$ cat src/hdl/riscv_pkg.sv
package riscv_pkg;

    // ======================================================================
    // Widths and sizes
    // ======================================================================
    localparam int xlen       = 32;
    localparam int reg_addr_w = 5;
    localparam int num_regs   = 32;
    // Source operands per instruction, rs1 and rs2
    localparam int num_src    = 2;

    localparam logic [xlen-1:0] pc_reset = '0;

    // ======================================================================
    // RV32I major opcodes in the supported subset
    // ======================================================================
    localparam logic [6:0] op_reg   = 7'b0110011;
    localparam logic [6:0] op_imm   = 7'b0010011;
    localparam logic [6:0] op_load  = 7'b0000011;
    localparam logic [6:0] op_store = 7'b0100011;
    localparam logic [6:0] op_lui   = 7'b0110111;

    typedef logic [xlen-1:0]       word_t;
    typedef logic [reg_addr_w-1:0] reg_idx_t;

    // ALU functions, pass B carries the LUI immediate straight through
    typedef enum logic [3:0] {
        alu_add    = 4'd0,
        alu_sub    = 4'd1,
        alu_and    = 4'd2,
        alu_or     = 4'd3,
        alu_xor    = 4'd4,
        alu_sll    = 4'd5,
        alu_srl    = 4'd6,
        alu_sra    = 4'd7,
        alu_slt    = 4'd8,
        alu_sltu   = 4'd9,
        alu_pass_b = 4'd10
    } alu_op_e;

    // ID/EX payload
    // Index 0 is rs1 and index 1 is rs2 in both arrays
    typedef struct packed {
        reg_idx_t [num_src-1:0] rs;
        word_t    [num_src-1:0] rs_data;
        word_t                  imm;
        reg_idx_t               rd;
        alu_op_e                alu_op;
        logic                   alu_src_imm;
        logic                   reg_write;
        logic                   mem_read;
        logic                   mem_write;
        logic                   mem_to_reg;
    } id_ex_t;

endpackage
$ cat src/hdl/bypass_if.sv
`timescale 1ns/10ps

// Results still in flight, fed back to decode and to the EX bypass muxes
interface bypass_if;
    import riscv_pkg::*;

    // Result sitting in the EX/MEM register
    logic     ex_mem_write;
    reg_idx_t ex_mem_rd;
    word_t    ex_mem_value;

    // Result being written back this cycle
    logic     wb_write;
    reg_idx_t wb_rd;
    word_t    wb_value;

    modport source (
        output ex_mem_write, ex_mem_rd, ex_mem_value,
        output wb_write, wb_rd, wb_value
    );

    modport sink (
        input ex_mem_write, ex_mem_rd, ex_mem_value,
        input wb_write, wb_rd, wb_value
    );

endinterface

$ cat src/hdl/riscv_core.sv
`timescale 1ns/10ps

module riscv_core (
    input  logic              clk,
    input  logic              rst,
    output riscv_pkg::word_t  imem_addr,
    input  riscv_pkg::word_t  imem_data,
    output logic              dmem_read,
    output logic              dmem_write,
    output riscv_pkg::word_t  dmem_addr,
    output riscv_pkg::word_t  dmem_wdata,
    input  riscv_pkg::word_t  dmem_rdata
);
    import riscv_pkg::*;

    logic                 stall;
    word_t                if_id_instr;
    id_ex_t               id_ex;
    word_t [num_src-1:0]  operand;
    logic                 ex_mem_write;
    reg_idx_t             ex_mem_rd;
    word_t                ex_mem_value;
    word_t                ex_mem_store_data;
    logic                 ex_mem_read;
    logic                 ex_mem_store;
    logic                 ex_mem_to_reg;

    bypass_if byp ();

    // ======================================================================
    // Pipeline stages
    // ======================================================================
    fetch_stage i_fetch (
        .clk         (clk),
        .rst         (rst),
        .stall       (stall),
        .imem_addr   (imem_addr),
        .imem_data   (imem_data),
        .if_id_instr (if_id_instr)
    );

    decode_stage i_decode (
        .clk         (clk),
        .rst         (rst),
        .if_id_instr (if_id_instr),
        .stall       (stall),
        .id_ex       (id_ex),
        .byp         (byp)
    );

    // One forwarding mux per source operand
    for (genvar i = 0; i < num_src; i++) begin : g_src
        operand_bypass i_bypass (
            .src_idx   (id_ex.rs[i]),
            .reg_value (id_ex.rs_data[i]),
            .byp       (byp),
            .operand   (operand[i])
        );
    end

    execute_stage i_execute (
        .clk               (clk),
        .rst               (rst),
        .id_ex             (id_ex),
        .operand           (operand),
        .ex_mem_write      (ex_mem_write),
        .ex_mem_rd         (ex_mem_rd),
        .ex_mem_value      (ex_mem_value),
        .ex_mem_store_data (ex_mem_store_data),
        .ex_mem_read       (ex_mem_read),
        .ex_mem_store      (ex_mem_store),
        .ex_mem_to_reg     (ex_mem_to_reg)
    );

    mem_wb_stage i_mem_wb (
        .clk               (clk),
        .rst               (rst),
        .ex_mem_write      (ex_mem_write),
        .ex_mem_rd         (ex_mem_rd),
        .ex_mem_value      (ex_mem_value),
        .ex_mem_store_data (ex_mem_store_data),
        .ex_mem_read       (ex_mem_read),
        .ex_mem_store      (ex_mem_store),
        .ex_mem_to_reg     (ex_mem_to_reg),
        .dmem_read         (dmem_read),
        .dmem_write        (dmem_write),
        .dmem_addr         (dmem_addr),
        .dmem_wdata        (dmem_wdata),
        .dmem_rdata        (dmem_rdata),
        .byp               (byp)
    );

endmodule

$ cat src/hdl/mem_wb_stage.sv
`timescale 1ns/10ps

module mem_wb_stage (
    input  logic                 clk,
    input  logic                 rst,
    input  logic                 ex_mem_write,
    input  riscv_pkg::reg_idx_t  ex_mem_rd,
    input  riscv_pkg::word_t     ex_mem_value,
    input  riscv_pkg::word_t     ex_mem_store_data,
    input  logic                 ex_mem_read,
    input  logic                 ex_mem_store,
    input  logic                 ex_mem_to_reg,
    output logic                 dmem_read,
    output logic                 dmem_write,
    output riscv_pkg::word_t     dmem_addr,
    output riscv_pkg::word_t     dmem_wdata,
    input  riscv_pkg::word_t     dmem_rdata,
    bypass_if.source             byp
);
    import riscv_pkg::*;

    logic      mem_wb_write;
    logic      mem_wb_to_reg;
    reg_idx_t  mem_wb_rd;
    word_t     mem_wb_alu;
    word_t     mem_wb_load;

    // Data memory port, straight from EX/MEM
    assign dmem_read  = ex_mem_read;
    assign dmem_write = ex_mem_store;
    assign dmem_addr  = ex_mem_value;
    assign dmem_wdata = ex_mem_store_data;

    // MEM/WB flags
    always_ff @(posedge clk or posedge rst) begin
        if (rst) begin
            mem_wb_write  <= 1'b0;
            mem_wb_to_reg <= 1'b0;
        end else begin
            mem_wb_write  <= ex_mem_write;
            mem_wb_to_reg <= ex_mem_to_reg;
        end
    end

    always_ff @(posedge clk) begin
        mem_wb_rd   <= ex_mem_rd;
        mem_wb_alu  <= ex_mem_value;
        mem_wb_load <= dmem_rdata;
    end

    // A load in EX/MEM only holds its address, so it is not offered for forwarding
    assign byp.ex_mem_write = ex_mem_write && !ex_mem_to_reg;
    assign byp.ex_mem_rd    = ex_mem_rd;
    assign byp.ex_mem_value = ex_mem_value;

    // Writeback select
    assign byp.wb_write = mem_wb_write;
    assign byp.wb_rd    = mem_wb_rd;
    assign byp.wb_value = mem_wb_to_reg ? mem_wb_load : mem_wb_alu;

    a_rd_wr_excl: assert property (@(posedge clk) disable iff (rst)
        !(dmem_read && dmem_write));

endmodule

$ cat src/hdl/execute_stage.sv
`timescale 1ns/10ps

module execute_stage (
    input  logic                                        clk,
    input  logic                                        rst,
    input  riscv_pkg::id_ex_t                           id_ex,
    input  riscv_pkg::word_t [riscv_pkg::num_src-1:0]   operand,
    output logic                                        ex_mem_write,
    output riscv_pkg::reg_idx_t                         ex_mem_rd,
    output riscv_pkg::word_t                            ex_mem_value,
    output riscv_pkg::word_t                            ex_mem_store_data,
    output logic                                        ex_mem_read,
    output logic                                        ex_mem_store,
    output logic                                        ex_mem_to_reg
);
    import riscv_pkg::*;

    word_t       op_a;
    word_t       op_b;
    word_t       alu_result;
    logic [4:0]  shamt;

    // Operand selection, forwarded rs1 always feeds port A
    assign op_a  = operand[0];
    assign op_b  = id_ex.alu_src_imm ? id_ex.imm : operand[1];
    assign shamt = op_b[4:0];

    // ======================================================================
    // ALU
    // ======================================================================
    always_comb begin
        case (id_ex.alu_op)
            alu_add:    alu_result = op_a + op_b;
            alu_sub:    alu_result = op_a - op_b;
            alu_and:    alu_result = op_a & op_b;
            alu_or:     alu_result = op_a | op_b;
            alu_xor:    alu_result = op_a ^ op_b;
            alu_sll:    alu_result = op_a << shamt;
            alu_srl:    alu_result = op_a >> shamt;
            alu_sra:    alu_result = word_t'($signed(op_a) >>> shamt);
            alu_slt:    alu_result = word_t'($signed(op_a) < $signed(op_b));
            alu_sltu:   alu_result = word_t'(op_a < op_b);
            alu_pass_b: alu_result = op_b;
            default:    alu_result = '0;
        endcase
    end

    // EX/MEM control flags
    always_ff @(posedge clk or posedge rst) begin
        if (rst) begin
            ex_mem_write  <= 1'b0;
            ex_mem_read   <= 1'b0;
            ex_mem_store  <= 1'b0;
            ex_mem_to_reg <= 1'b0;
        end else begin
            ex_mem_write  <= id_ex.reg_write;
            ex_mem_read   <= id_ex.mem_read;
            ex_mem_store  <= id_ex.mem_write;
            ex_mem_to_reg <= id_ex.mem_to_reg;
        end
    end

    // EX/MEM payload, store data is the forwarded rs2
    always_ff @(posedge clk) begin
        ex_mem_rd         <= id_ex.rd;
        ex_mem_value      <= alu_result;
        ex_mem_store_data <= operand[1];
    end

endmodule

$ cat src/hdl/decode_stage.sv
`timescale 1ns/10ps

module decode_stage (
    input  logic               clk,
    input  logic               rst,
    input  riscv_pkg::word_t   if_id_instr,
    output logic               stall,
    output riscv_pkg::id_ex_t  id_ex,
    bypass_if.sink             byp
);
    import riscv_pkg::*;

    logic [6:0]             opcode;
    logic [2:0]             funct3;
    logic [6:0]             funct7;
    word_t                  imm_i;
    word_t                  imm_s;
    word_t                  imm_u;
    id_ex_t                 dec;
    word_t [num_src-1:0]    src_data;

    // Map funct3 plus the funct7 alternate bit onto an ALU function
    function automatic alu_op_e alu_decode(input logic [2:0] f3, input logic alt);
        alu_op_e op;
        case (f3)
            3'b000:  op = alt ? alu_sub : alu_add;
            3'b001:  op = alu_sll;
            3'b010:  op = alu_slt;
            3'b011:  op = alu_sltu;
            3'b100:  op = alu_xor;
            3'b101:  op = alt ? alu_sra : alu_srl;
            3'b110:  op = alu_or;
            default: op = alu_and;
        endcase
        return op;
    endfunction

    assign opcode = if_id_instr[6:0];
    assign funct3 = if_id_instr[14:12];
    assign funct7 = if_id_instr[31:25];

    // ======================================================================
    // Immediate generation
    // ======================================================================
    assign imm_i = {{20{if_id_instr[31]}}, if_id_instr[31:20]};
    assign imm_s = {{20{if_id_instr[31]}}, if_id_instr[31:25], if_id_instr[11:7]};
    assign imm_u = {if_id_instr[31:12], 12'b0};

    // ======================================================================
    // Control decode
    // ======================================================================
    // Unused source fields are forced to x0 so that immediate bits
    // never trigger a false stall or a forward
    always_comb begin
        dec    = '0;
        dec.rd = if_id_instr[11:7];
        case (opcode)
            op_reg: begin
                dec.rs[0]     = if_id_instr[19:15];
                dec.rs[1]     = if_id_instr[24:20];
                dec.reg_write = 1'b1;
                dec.alu_op    = alu_decode(funct3, funct7[5]);
            end
            op_imm: begin
                dec.rs[0]       = if_id_instr[19:15];
                dec.imm         = imm_i;
                dec.alu_src_imm = 1'b1;
                dec.reg_write   = 1'b1;
                // Only SRAI uses the alternate bit, ADDI has no subtract form
                dec.alu_op      = alu_decode(funct3, (funct3 == 3'b101) && funct7[5]);
            end
            op_load: begin
                dec.rs[0]       = if_id_instr[19:15];
                dec.imm         = imm_i;
                dec.alu_src_imm = 1'b1;
                dec.reg_write   = 1'b1;
                dec.mem_read    = 1'b1;
                dec.mem_to_reg  = 1'b1;
            end
            op_store: begin
                dec.rs[0]       = if_id_instr[19:15];
                dec.rs[1]       = if_id_instr[24:20];
                dec.imm         = imm_s;
                dec.alu_src_imm = 1'b1;
                dec.mem_write   = 1'b1;
            end
            op_lui: begin
                dec.imm         = imm_u;
                dec.alu_src_imm = 1'b1;
                dec.reg_write   = 1'b1;
                dec.alu_op      = alu_pass_b;
            end
            // Anything else travels down as a bubble
            default: dec.rd = '0;
        endcase
    end

    // Register file with write-through from writeback
    reg_file i_reg_file (
        .clk   (clk),
        .rst   (rst),
        .raddr (dec.rs),
        .rdata (src_data),
        .byp   (byp)
    );

    // Load-use hazard
    // Load data only exists after MEM, one cycle too late for the next EX
    assign stall = id_ex.mem_read && (id_ex.rd != '0) &&
                   ((id_ex.rd == dec.rs[0]) || (id_ex.rd == dec.rs[1]));

    // ID/EX register, a stall drops a bubble in behind the load
    always_ff @(posedge clk or posedge rst) begin
        if (rst) begin
            id_ex <= '0;
        end else if (stall) begin
            id_ex <= '0;
        end else begin
            id_ex         <= dec;
            id_ex.rs_data <= src_data;
        end
    end

    // The bubble clears mem_read, so the hazard can never persist
    a_single_stall: assert property (@(posedge clk) disable iff (rst) stall |=> !stall);

endmodule

$ cat src/hdl/operand_bypass.sv
`timescale 1ns/10ps

module operand_bypass (
    input  riscv_pkg::reg_idx_t  src_idx,
    input  riscv_pkg::word_t     reg_value,
    bypass_if.sink               byp,
    output riscv_pkg::word_t     operand
);

    logic hit_ex_mem;
    logic hit_wb;

    // x0 is hardwired, so it never matches a producer
    assign hit_ex_mem = byp.ex_mem_write && (src_idx != '0) && (byp.ex_mem_rd == src_idx);
    assign hit_wb     = byp.wb_write && (src_idx != '0) && (byp.wb_rd == src_idx);

    // Youngest producer wins
    // EX/MEM first, then writeback, then the value captured in decode
    always_comb begin
        if (hit_ex_mem) begin
            operand = byp.ex_mem_value;
        end else if (hit_wb) begin
            operand = byp.wb_value;
        end else begin
            operand = reg_value;
        end
    end

endmodule

$ cat src/hdl/reg_file.sv
`timescale 1ns/10ps

module reg_file (
    input  logic                                           clk,
    input  logic                                           rst,
    input  riscv_pkg::reg_idx_t [riscv_pkg::num_src-1:0]   raddr,
    output riscv_pkg::word_t    [riscv_pkg::num_src-1:0]   rdata,
    bypass_if.sink                                         byp
);
    import riscv_pkg::*;

    word_t regs [num_regs];

    // Single write port driven from writeback, x0 is never written
    always_ff @(posedge clk or posedge rst) begin
        if (rst) begin
            for (int r = 0; r < num_regs; r++) begin
                regs[r] <= '0;
            end
        end else if (byp.wb_write && (byp.wb_rd != '0)) begin
            regs[byp.wb_rd] <= byp.wb_value;
        end
    end

    // Read ports
    // A same-cycle write shows through, so ID/EX captures the new value
    always_comb begin
        for (int p = 0; p < num_src; p++) begin
            if (byp.wb_write && (byp.wb_rd != '0) && (byp.wb_rd == raddr[p])) begin
                rdata[p] = byp.wb_value;
            end else begin
                rdata[p] = regs[raddr[p]];
            end
        end
    end

    for (genvar i = 0; i < num_src; i++) begin : g_x0_chk
        a_x0_zero: assert property (@(posedge clk) disable iff (rst)
            (raddr[i] == '0) |-> (rdata[i] == '0));
    end

endmodule

$ cat src/hdl/fetch_stage.sv
`timescale 1ns/10ps

module fetch_stage (
    input  logic              clk,
    input  logic              rst,
    input  logic              stall,
    output riscv_pkg::word_t  imem_addr,
    input  riscv_pkg::word_t  imem_data,
    output riscv_pkg::word_t  if_id_instr
);
    import riscv_pkg::*;

    word_t pc;

    // Instruction memory is combinational, the word at pc arrives this cycle
    assign imem_addr = pc;

    // Program counter
    // Sequential only, frozen while decode holds a load-use pair
    always_ff @(posedge clk or posedge rst) begin
        if (rst) begin
            pc <= pc_reset;
        end else if (!stall) begin
            pc <= pc + word_t'(4);
        end
    end

    // IF/ID register
    // All-zero word has no valid opcode, so decode sees a bubble after reset
    always_ff @(posedge clk or posedge rst) begin
        if (rst) begin
            if_id_instr <= '0;
        end else if (!stall) begin
            if_id_instr <= imem_data;
        end
    end

endmodule

$ cat config.mk
export PLATFORM = sky130hd
export DESIGN_NAME = riscv_core
export DESIGN_NICKNAME = d
export VERILOG_FILES = /design/src/hdl/riscv_pkg.sv /design/src/hdl/bypass_if.sv /design/src/hdl/riscv_core.sv /design/src/hdl/mem_wb_stage.sv /design/src/hdl/execute_stage.sv /design/src/hdl/decode_stage.sv /design/src/hdl/operand_bypass.sv /design/src/hdl/reg_file.sv /design/src/hdl/fetch_stage.sv
export SDC_FILE = /design/constraint.sdc
export NUM_CORES = 2
export LEC_CHECK = 0
export ABC_AREA = 1
export ABC_CLOCK_PERIOD_IN_PS = 28600
export BUFFER_PORTS_ARGS = -buffer_cell sky130_fd_sc_hd__buf_4
export CAP_MARGIN = 5
export CELL_PAD_IN_SITES_DETAIL_PLACEMENT = 1
export CELL_PAD_IN_SITES_GLOBAL_PLACEMENT = 1
export CORE_MARGIN = 2
export CORE_UTILIZATION = 42
export CTS_CLUSTER_DIAMETER = 60
export DETAILED_ROUTE_END_ITERATION = 10
export PLACE_DENSITY = 0.76
export SLEW_MARGIN = 20
export SYNTH_ARGS = -nofsm -noshare
export SYNTH_HDL_FRONTEND = slang
export SYNTH_HIERARCHICAL = 1
export SYNTH_SLANG_ARGS = --single-unit
export TNS_END_PERCENT = 20
$ cat constraint.sdc
create_clock -name clk -period 28.6 [get_ports clk]
set_input_delay 1.43 -clock clk [delete_from_list [all_inputs] [get_ports clk]]
set_output_delay 1.43 -clock clk [all_outputs]
set_load 0.05 [all_outputs]
### Word level (Yosys, flattened, before mapping)

Cells that the tools add are included.

* equality and inequality tests: 29
* bitwise gates (word level): 6
* $add $sub $neg: 3
* reductions and logical operators: 30
* magnitude comparators: 6
* multiplexer cells: 34
* shift operators: 3

Operators with widths (count)
* $bwmux 1024: 1
* $mux 32: 13
* $pmux 32 s11: 1
* $bmux 32 s5: 2
* $demux 32 s5: 1
* $mux 120: 1
* $pmux 32 s3: 1
* $lt 32x32->1: 2
* $pmux 4 s7: 2
* $eq 5x5->1: 8
* $add 32x3->32 const B: 1
* $add 32x32->32: 1
* $and 32x32->32: 1
* $or 32x32->32: 1
* $shl 32x5->32: 1
* $shr 32x5->32: 1
* $sshr 32x5->32: 1
* $sub 32x32->32: 1
* $xor 32x32->32: 1
* $eq 7x6->1 const B: 3
* $reduce_bool 5->1: 4
* $ge 6x6->1 const B: 3
* $not 5->6: 3
* $eq 4x3->1 const B: 4
* other kinds (20): 53

* logic and storage cells: 169
* input port bits: 66
* output and inout bits: 98
* register bits after elaboration: 1352

### Longest topological paths before layout

* word-level depth: 9
* depth in mapped cells: 31
* mapped depth without buffers: 29

### Cells and area by module

The synthesis kept the hierarchy.

By module, submodules not included
* reg_file: area an instance 57223.6 um^2, cells an instance 8341, instances 1, seq. area each 25624.6 um^2
* execute_stage: area an instance 11921.4 um^2, cells an instance 2173, instances 1, seq. area each 1481.4 um^2
* decode_stage: area an instance 4678.2 um^2, cells an instance 486, instances 1, seq. area each 2977.9 um^2
* fetch_stage: area an instance 2866.5 um^2, cells an instance 346, instances 1, seq. area each 1551.5 um^2
* operand_bypass: area an instance 1355.0 um^2, cells an instance 288, instances 2, seq. area each 0.0 um^2
* mem_wb_stage: area an instance 2707.6 um^2, cells an instance 281, instances 1, seq. area each 1431.4 um^2

### Least setup slack after synthesis

Ideal clock, no wire load.

* kind: reg-to-reg
* start point: register i_decode/id_ex[117] (netlist name)
* end point: register i_execute.ex_mem_value[0]
* cell stages (with the launch flop): 26
* buffers on the path: 4
* setup slack: 25354 ps
* clock period less this slack: 3246 ps
* arrival time: 3123 ps
* required time: 28478 ps
* cell sequence: dfrtp_1 inv_1 nand3_2 nor2_4 nor2_4 nand2_4 inv_2 buf_6 nand2_1 nand2_1 o21ai_4 buf_4 buf_2 ha_1 clkbuf_2 inv_1 nand3_1 nand3_1 nand2_1 nand2_1 nand2_1 nand2_1 nand2_1 nand3_1 nand3_1 nand3b_1

RTL lines
* to (signal assigned): RTL line execute_stage.sv:66 `ex_mem_value <= alu_result;`
* to (decl): RTL line execute_stage.sv:10 `output riscv_pkg::word_t ex_mem_value,`

==> out/results.txt <==
The run finished with clean final reports. The total power density per cell area is 51.30 nW/um^2, and the share of Yosys cell area claimed by the top area cell type is 36.91%. Data on the critical path is required at its endpoint by 29.28 ns. The endpoint kind of the worst setup timing path is a flop. For the number of placement rows, the log shows 162. Static timing analysis puts the maximum clock frequency at 0.1783 GHz. The first global-routing pass estimated 575.9 mm of wire. The area of the placeable core was 194,600 sq um. The mapped netlist covers 82,110 sq um. The initial antenna violation count is 12, and the number of violations reported at the end of detailed-routing iteration 0 is 9,401.

The largest registers in the layout are i_decode/i_reg_file/regs x1024, i_decode/id_ex x119. OpenSTA, run right after detailed placement, puts the worst setup slack at 22.58 ns. For this run, the total global-route usage over all layers was measured as 38.49%. For the number of iterations in the first detailed-routing pass, the log shows 7. The clock tree synthesis step divided the H-tree into 4 levels.

The worst setup path is of the reg -> reg kind. The area of the multi-input gates is 41,880 sq um, and the total wire length after detailed routing is 389.8 mm. The post-CTS setup buffer count was 0; the y dimension of the die was 446.1 microns. The area enclosed by the die boundary was 199,000 sq um; the die outline width was 446.1 microns.

Once routing completed, OpenROAD measured the worst setup slack at 22.99 ns. For this design the top-level I/O count stands at 164. The number of hold buffers added after CTS was 0.

In the post-synthesis netlist, the biggest area contributors are dfrtp_1 37%, nand2_1 22%, nand3_1 14%, o21ai_0 5.9%, dfxtp_1 3.4%. The most numerous cell type found on the critical path is nand2_1. The logs give 16.86% for the relative slew slack and 0.88 ns for the insertion delay of the later-clocked pin in the worst-skew pair.

The mux share of post-synthesis cell area was 0%; the synthesized-area fraction occupied by ao, oa, aoi and oai cells was 9.474%. The count of cells in the finished layout, fillers not included, comes to 14,310. In this run the critical register-to-register path is launched from i_mem_wb/byp.wb_rd[3]$_DFF_P_. The net count of the finished layout is 11,800.

The slowest library cell on the worst path was dfxtp_1. The register with the most flip-flops in the layout has 1,024 of them. The run gives 88,650 sq um as the final instance area. The tools report the number of warning messages in the yosys log as 6.

Setup violations remaining at the end of the flow were counted as 0. The share of the Yosys chip area taken by registers is 40.27%. The starting utilization of the core area was 42.20%; the routed wire length per instance was 27.23 microns. After synthesis, the largest family of logic cells by area is simple AND/OR/NAND/NOR gates. The detailed router placed 86,910 vias in this run. The logs give 0 for the final routed DRC violation total and 0 for the total count of max-transition violations in the final report. Setup repair after global routing left no endpoint under its margin. In the routed layout, each cell is associated on average with a via count of 6.072.

The portion of the clock cycle consumed by the worst path in the final layout came out at 19.61%. TritonCTS built the clock tree. The placed cell count was 14,000.

After Yosys synthesis, XOR and XNOR cells account for 0.3627% of the synthesized area. The count of nets left with antenna violations once routing finished came out at 0. For the pin with the worst max-slew slack, the measured transition is 1.234 ns. The worst min-delay path class was reg -> reg. The tools report the unique cell type count in the Yosys netlist as 64.

The hold violation total from the final report was 0; the CTS sink count was 1,349. In this run the worst setup path begins at i_mem_wb/byp.wb_rd[3]$_DFF_P_. For the final database, setup skew stands at 0.03555 ns.

The HPWL reported at the end of detailed placement was 238.1 mm; the share of post-route cells with drive strength above 1 was 7.077%. TritonCTS created 172 clock buffers. Summing the areas of all fa, ha and maj instances in the mapped netlist gives 1.542% of the synthesized area. Entering global routing, the biggest net connects 167 pins. For this run, the leading register cell type out of synthesis is dfrtp_1. At the end of routability-driven placement, the weighted congestion stood at 1.007. Leading area contributor after synthesis: dfrtp_1. The run gives 0 as the total overflow reported by the global router. For the worst setup path, the data arrival time is 6.29 ns.

After synthesis, the share of flip-flops with an asynchronous set or reset is 89.77%. In this run the worst path has a maximum fanout of 35. The worst-case vdd ir drop is 0.04767 mV, and the clock transition time at the flip-flop clock pins of the worst setup and hold paths is 0.06 ns. After filler insertion, the fill cell instance count of the layout stands at 25,080.

Largest register by flop count: i_decode/i_reg_file/regs. The analysis attributes to cell leakage a power of 40.84 nW. The via count of the first global-routing pass was 88,100; the average instance area after synthesis was 6.728 sq um. Input and output buffers added on the ports amount to 161. Synthesis handed over a netlist of 12,200 instances.

The register area is 33,070 sq um. The tool flagged a number of max-cap violations equal to 0. In this run the cell area measured after placement is 82,840 sq um. The largest single stage delay on the critical path is 0.73 ns. The clock passes through at most 3 buffers.

The commonest cells after synthesis are 4,813 x nand2_1, 2,318 x nand3_1, 1,211 x dfrtp_1, 969 x o21ai_0, 567 x inv_1. The tools report the nature of the critical path startpoint as a flop. The final period demand of the worst path was 5.608 ns; the number of synthesized flops with an enable pin was 0. Summing the areas of all and, or, nand and nor instances in the mapped netlist gives 39.28% of the synthesized area.

The post-cts gate resize count is 0. The tools report the source of the worst hold timing path as i_decode/id_ex[3]$_DFF_PP0_. The library cell with the highest instance count after synthesis is nand2_1.

For the total negative slack, the log shows 0 ns. Synthesis inferred 1,349 register bits. The cell at the root of the clock tree is clkbuf_16. The growth of design area from synthesis to finish is 7.962%.
==> stage by stage <==
| step | utilization (%) | hold slack, ns | total power, mW |
|---|---|---|---|
| 2_1_floorplan | - | 0.3312 | 2.210 |
| 3_3_place_gp | 42.57 | 0.3468 | 2.333 |
| 3_5_place_dp | 42.57 | 0.3402 | 2.338 |
| 4_1_cts | 45.53 | 0.3492 | 4.567 |
| 5_1_grt | 45.55 | 0.3583 | 4.678 |
| 6_report | 45.56 | 0.3507 | 4.548 |
==> path summary, 6_finish.rpt <==
check	endpoint	slack [ns]	cells past startpoint
max in group asynchronous	i_decode/i_reg_file/regs[633]$_DFFE_PP0P_	23.56	7
worst max register to register	i_execute/ex_mem_value[18]$_SDFF_PN0_	22.99	26
worst min-delay path	i_execute/ex_mem_write$_DFF_PP0_	0.35	0
min in group asynchronous	i_mem_wb/byp.wb_write$_DFF_PP0_	0.50	2
worst min register to register	i_execute/ex_mem_write$_DFF_PP0_	0.35	0
worst max-delay path	i_execute/ex_mem_value[18]$_SDFF_PN0_	22.99	26
==> power by group <==
part | internal, mW | leakage, nW | switching (mW)
Combinational | 0.0754 | 20.0 | 0.281
Sequential | 1.93 | 18.0 | 0.0292
Clock | 1.30 | 2.84 | 0.937
==> routing by layer <==
| metal | part of all wire, % | track usage [%] | wire (microns) |
|---|---|---|---|
| met1 | 41 | 50.28 | 160300 |
| met2 | 44 | 59.92 | 173400 |
| met3 | 8.0 | 6.800 | 31130 |
| met4 | 6.4 | 22.24 | 24910 |
| met5 | 0.011 | 0 | 42 |
==> worst max-delay path, delay by kind of cell, from the launching register on <==
family	cells	cell delay [ns]
and+or+nand+nor	22	3.79
DFF	1	0.73
adders and majority gates	2	0.66
buffers and inverters	2	0.20
==> layout make-up <==
type                            count  share of cell area (%)
Tap cell                         2542                   3.588
Timing Repair Buffer              292                   2.655
Antenna cell                        2                0.005646
Multi-Input combinational cell   9203                   47.25
Clock inverter                     76                  0.9739
Sequential cell                  1349                   37.30
Inverter                          613                   2.696
Clock buffer                      237                   5.530
==> kinds of logic after synthesis <==
family	after synthesis
compound gates	1458
xor+xnor	34
fa+ha+maj	100
buf+inv	1652
flops	1349
other cells	1
simple gates	7609
==> cells in the final DEF, fill, tap and decap left out, types with 18 or more instances in the layout <==
cell and count:
or2_1 24, a21oi_1 254, xnor2_1 18, inv_1 552, clkbuf_1 33, o21ai_1 87, a21oi_2 53, nand2_2 28
inv_2 37, clkinv_2 33, nor2_1 266, dfrtp_1 1210, clkbuf_16 175, nand3_1 2318, ha_1 98, nand4_1 44
dfxtp_1 138, clkbuf_8 29, nand2_4 39, nor3_1 18, o21ai_0 968, buf_4 279, nand2_1 4787
Power figures use the tool's default switching activity.
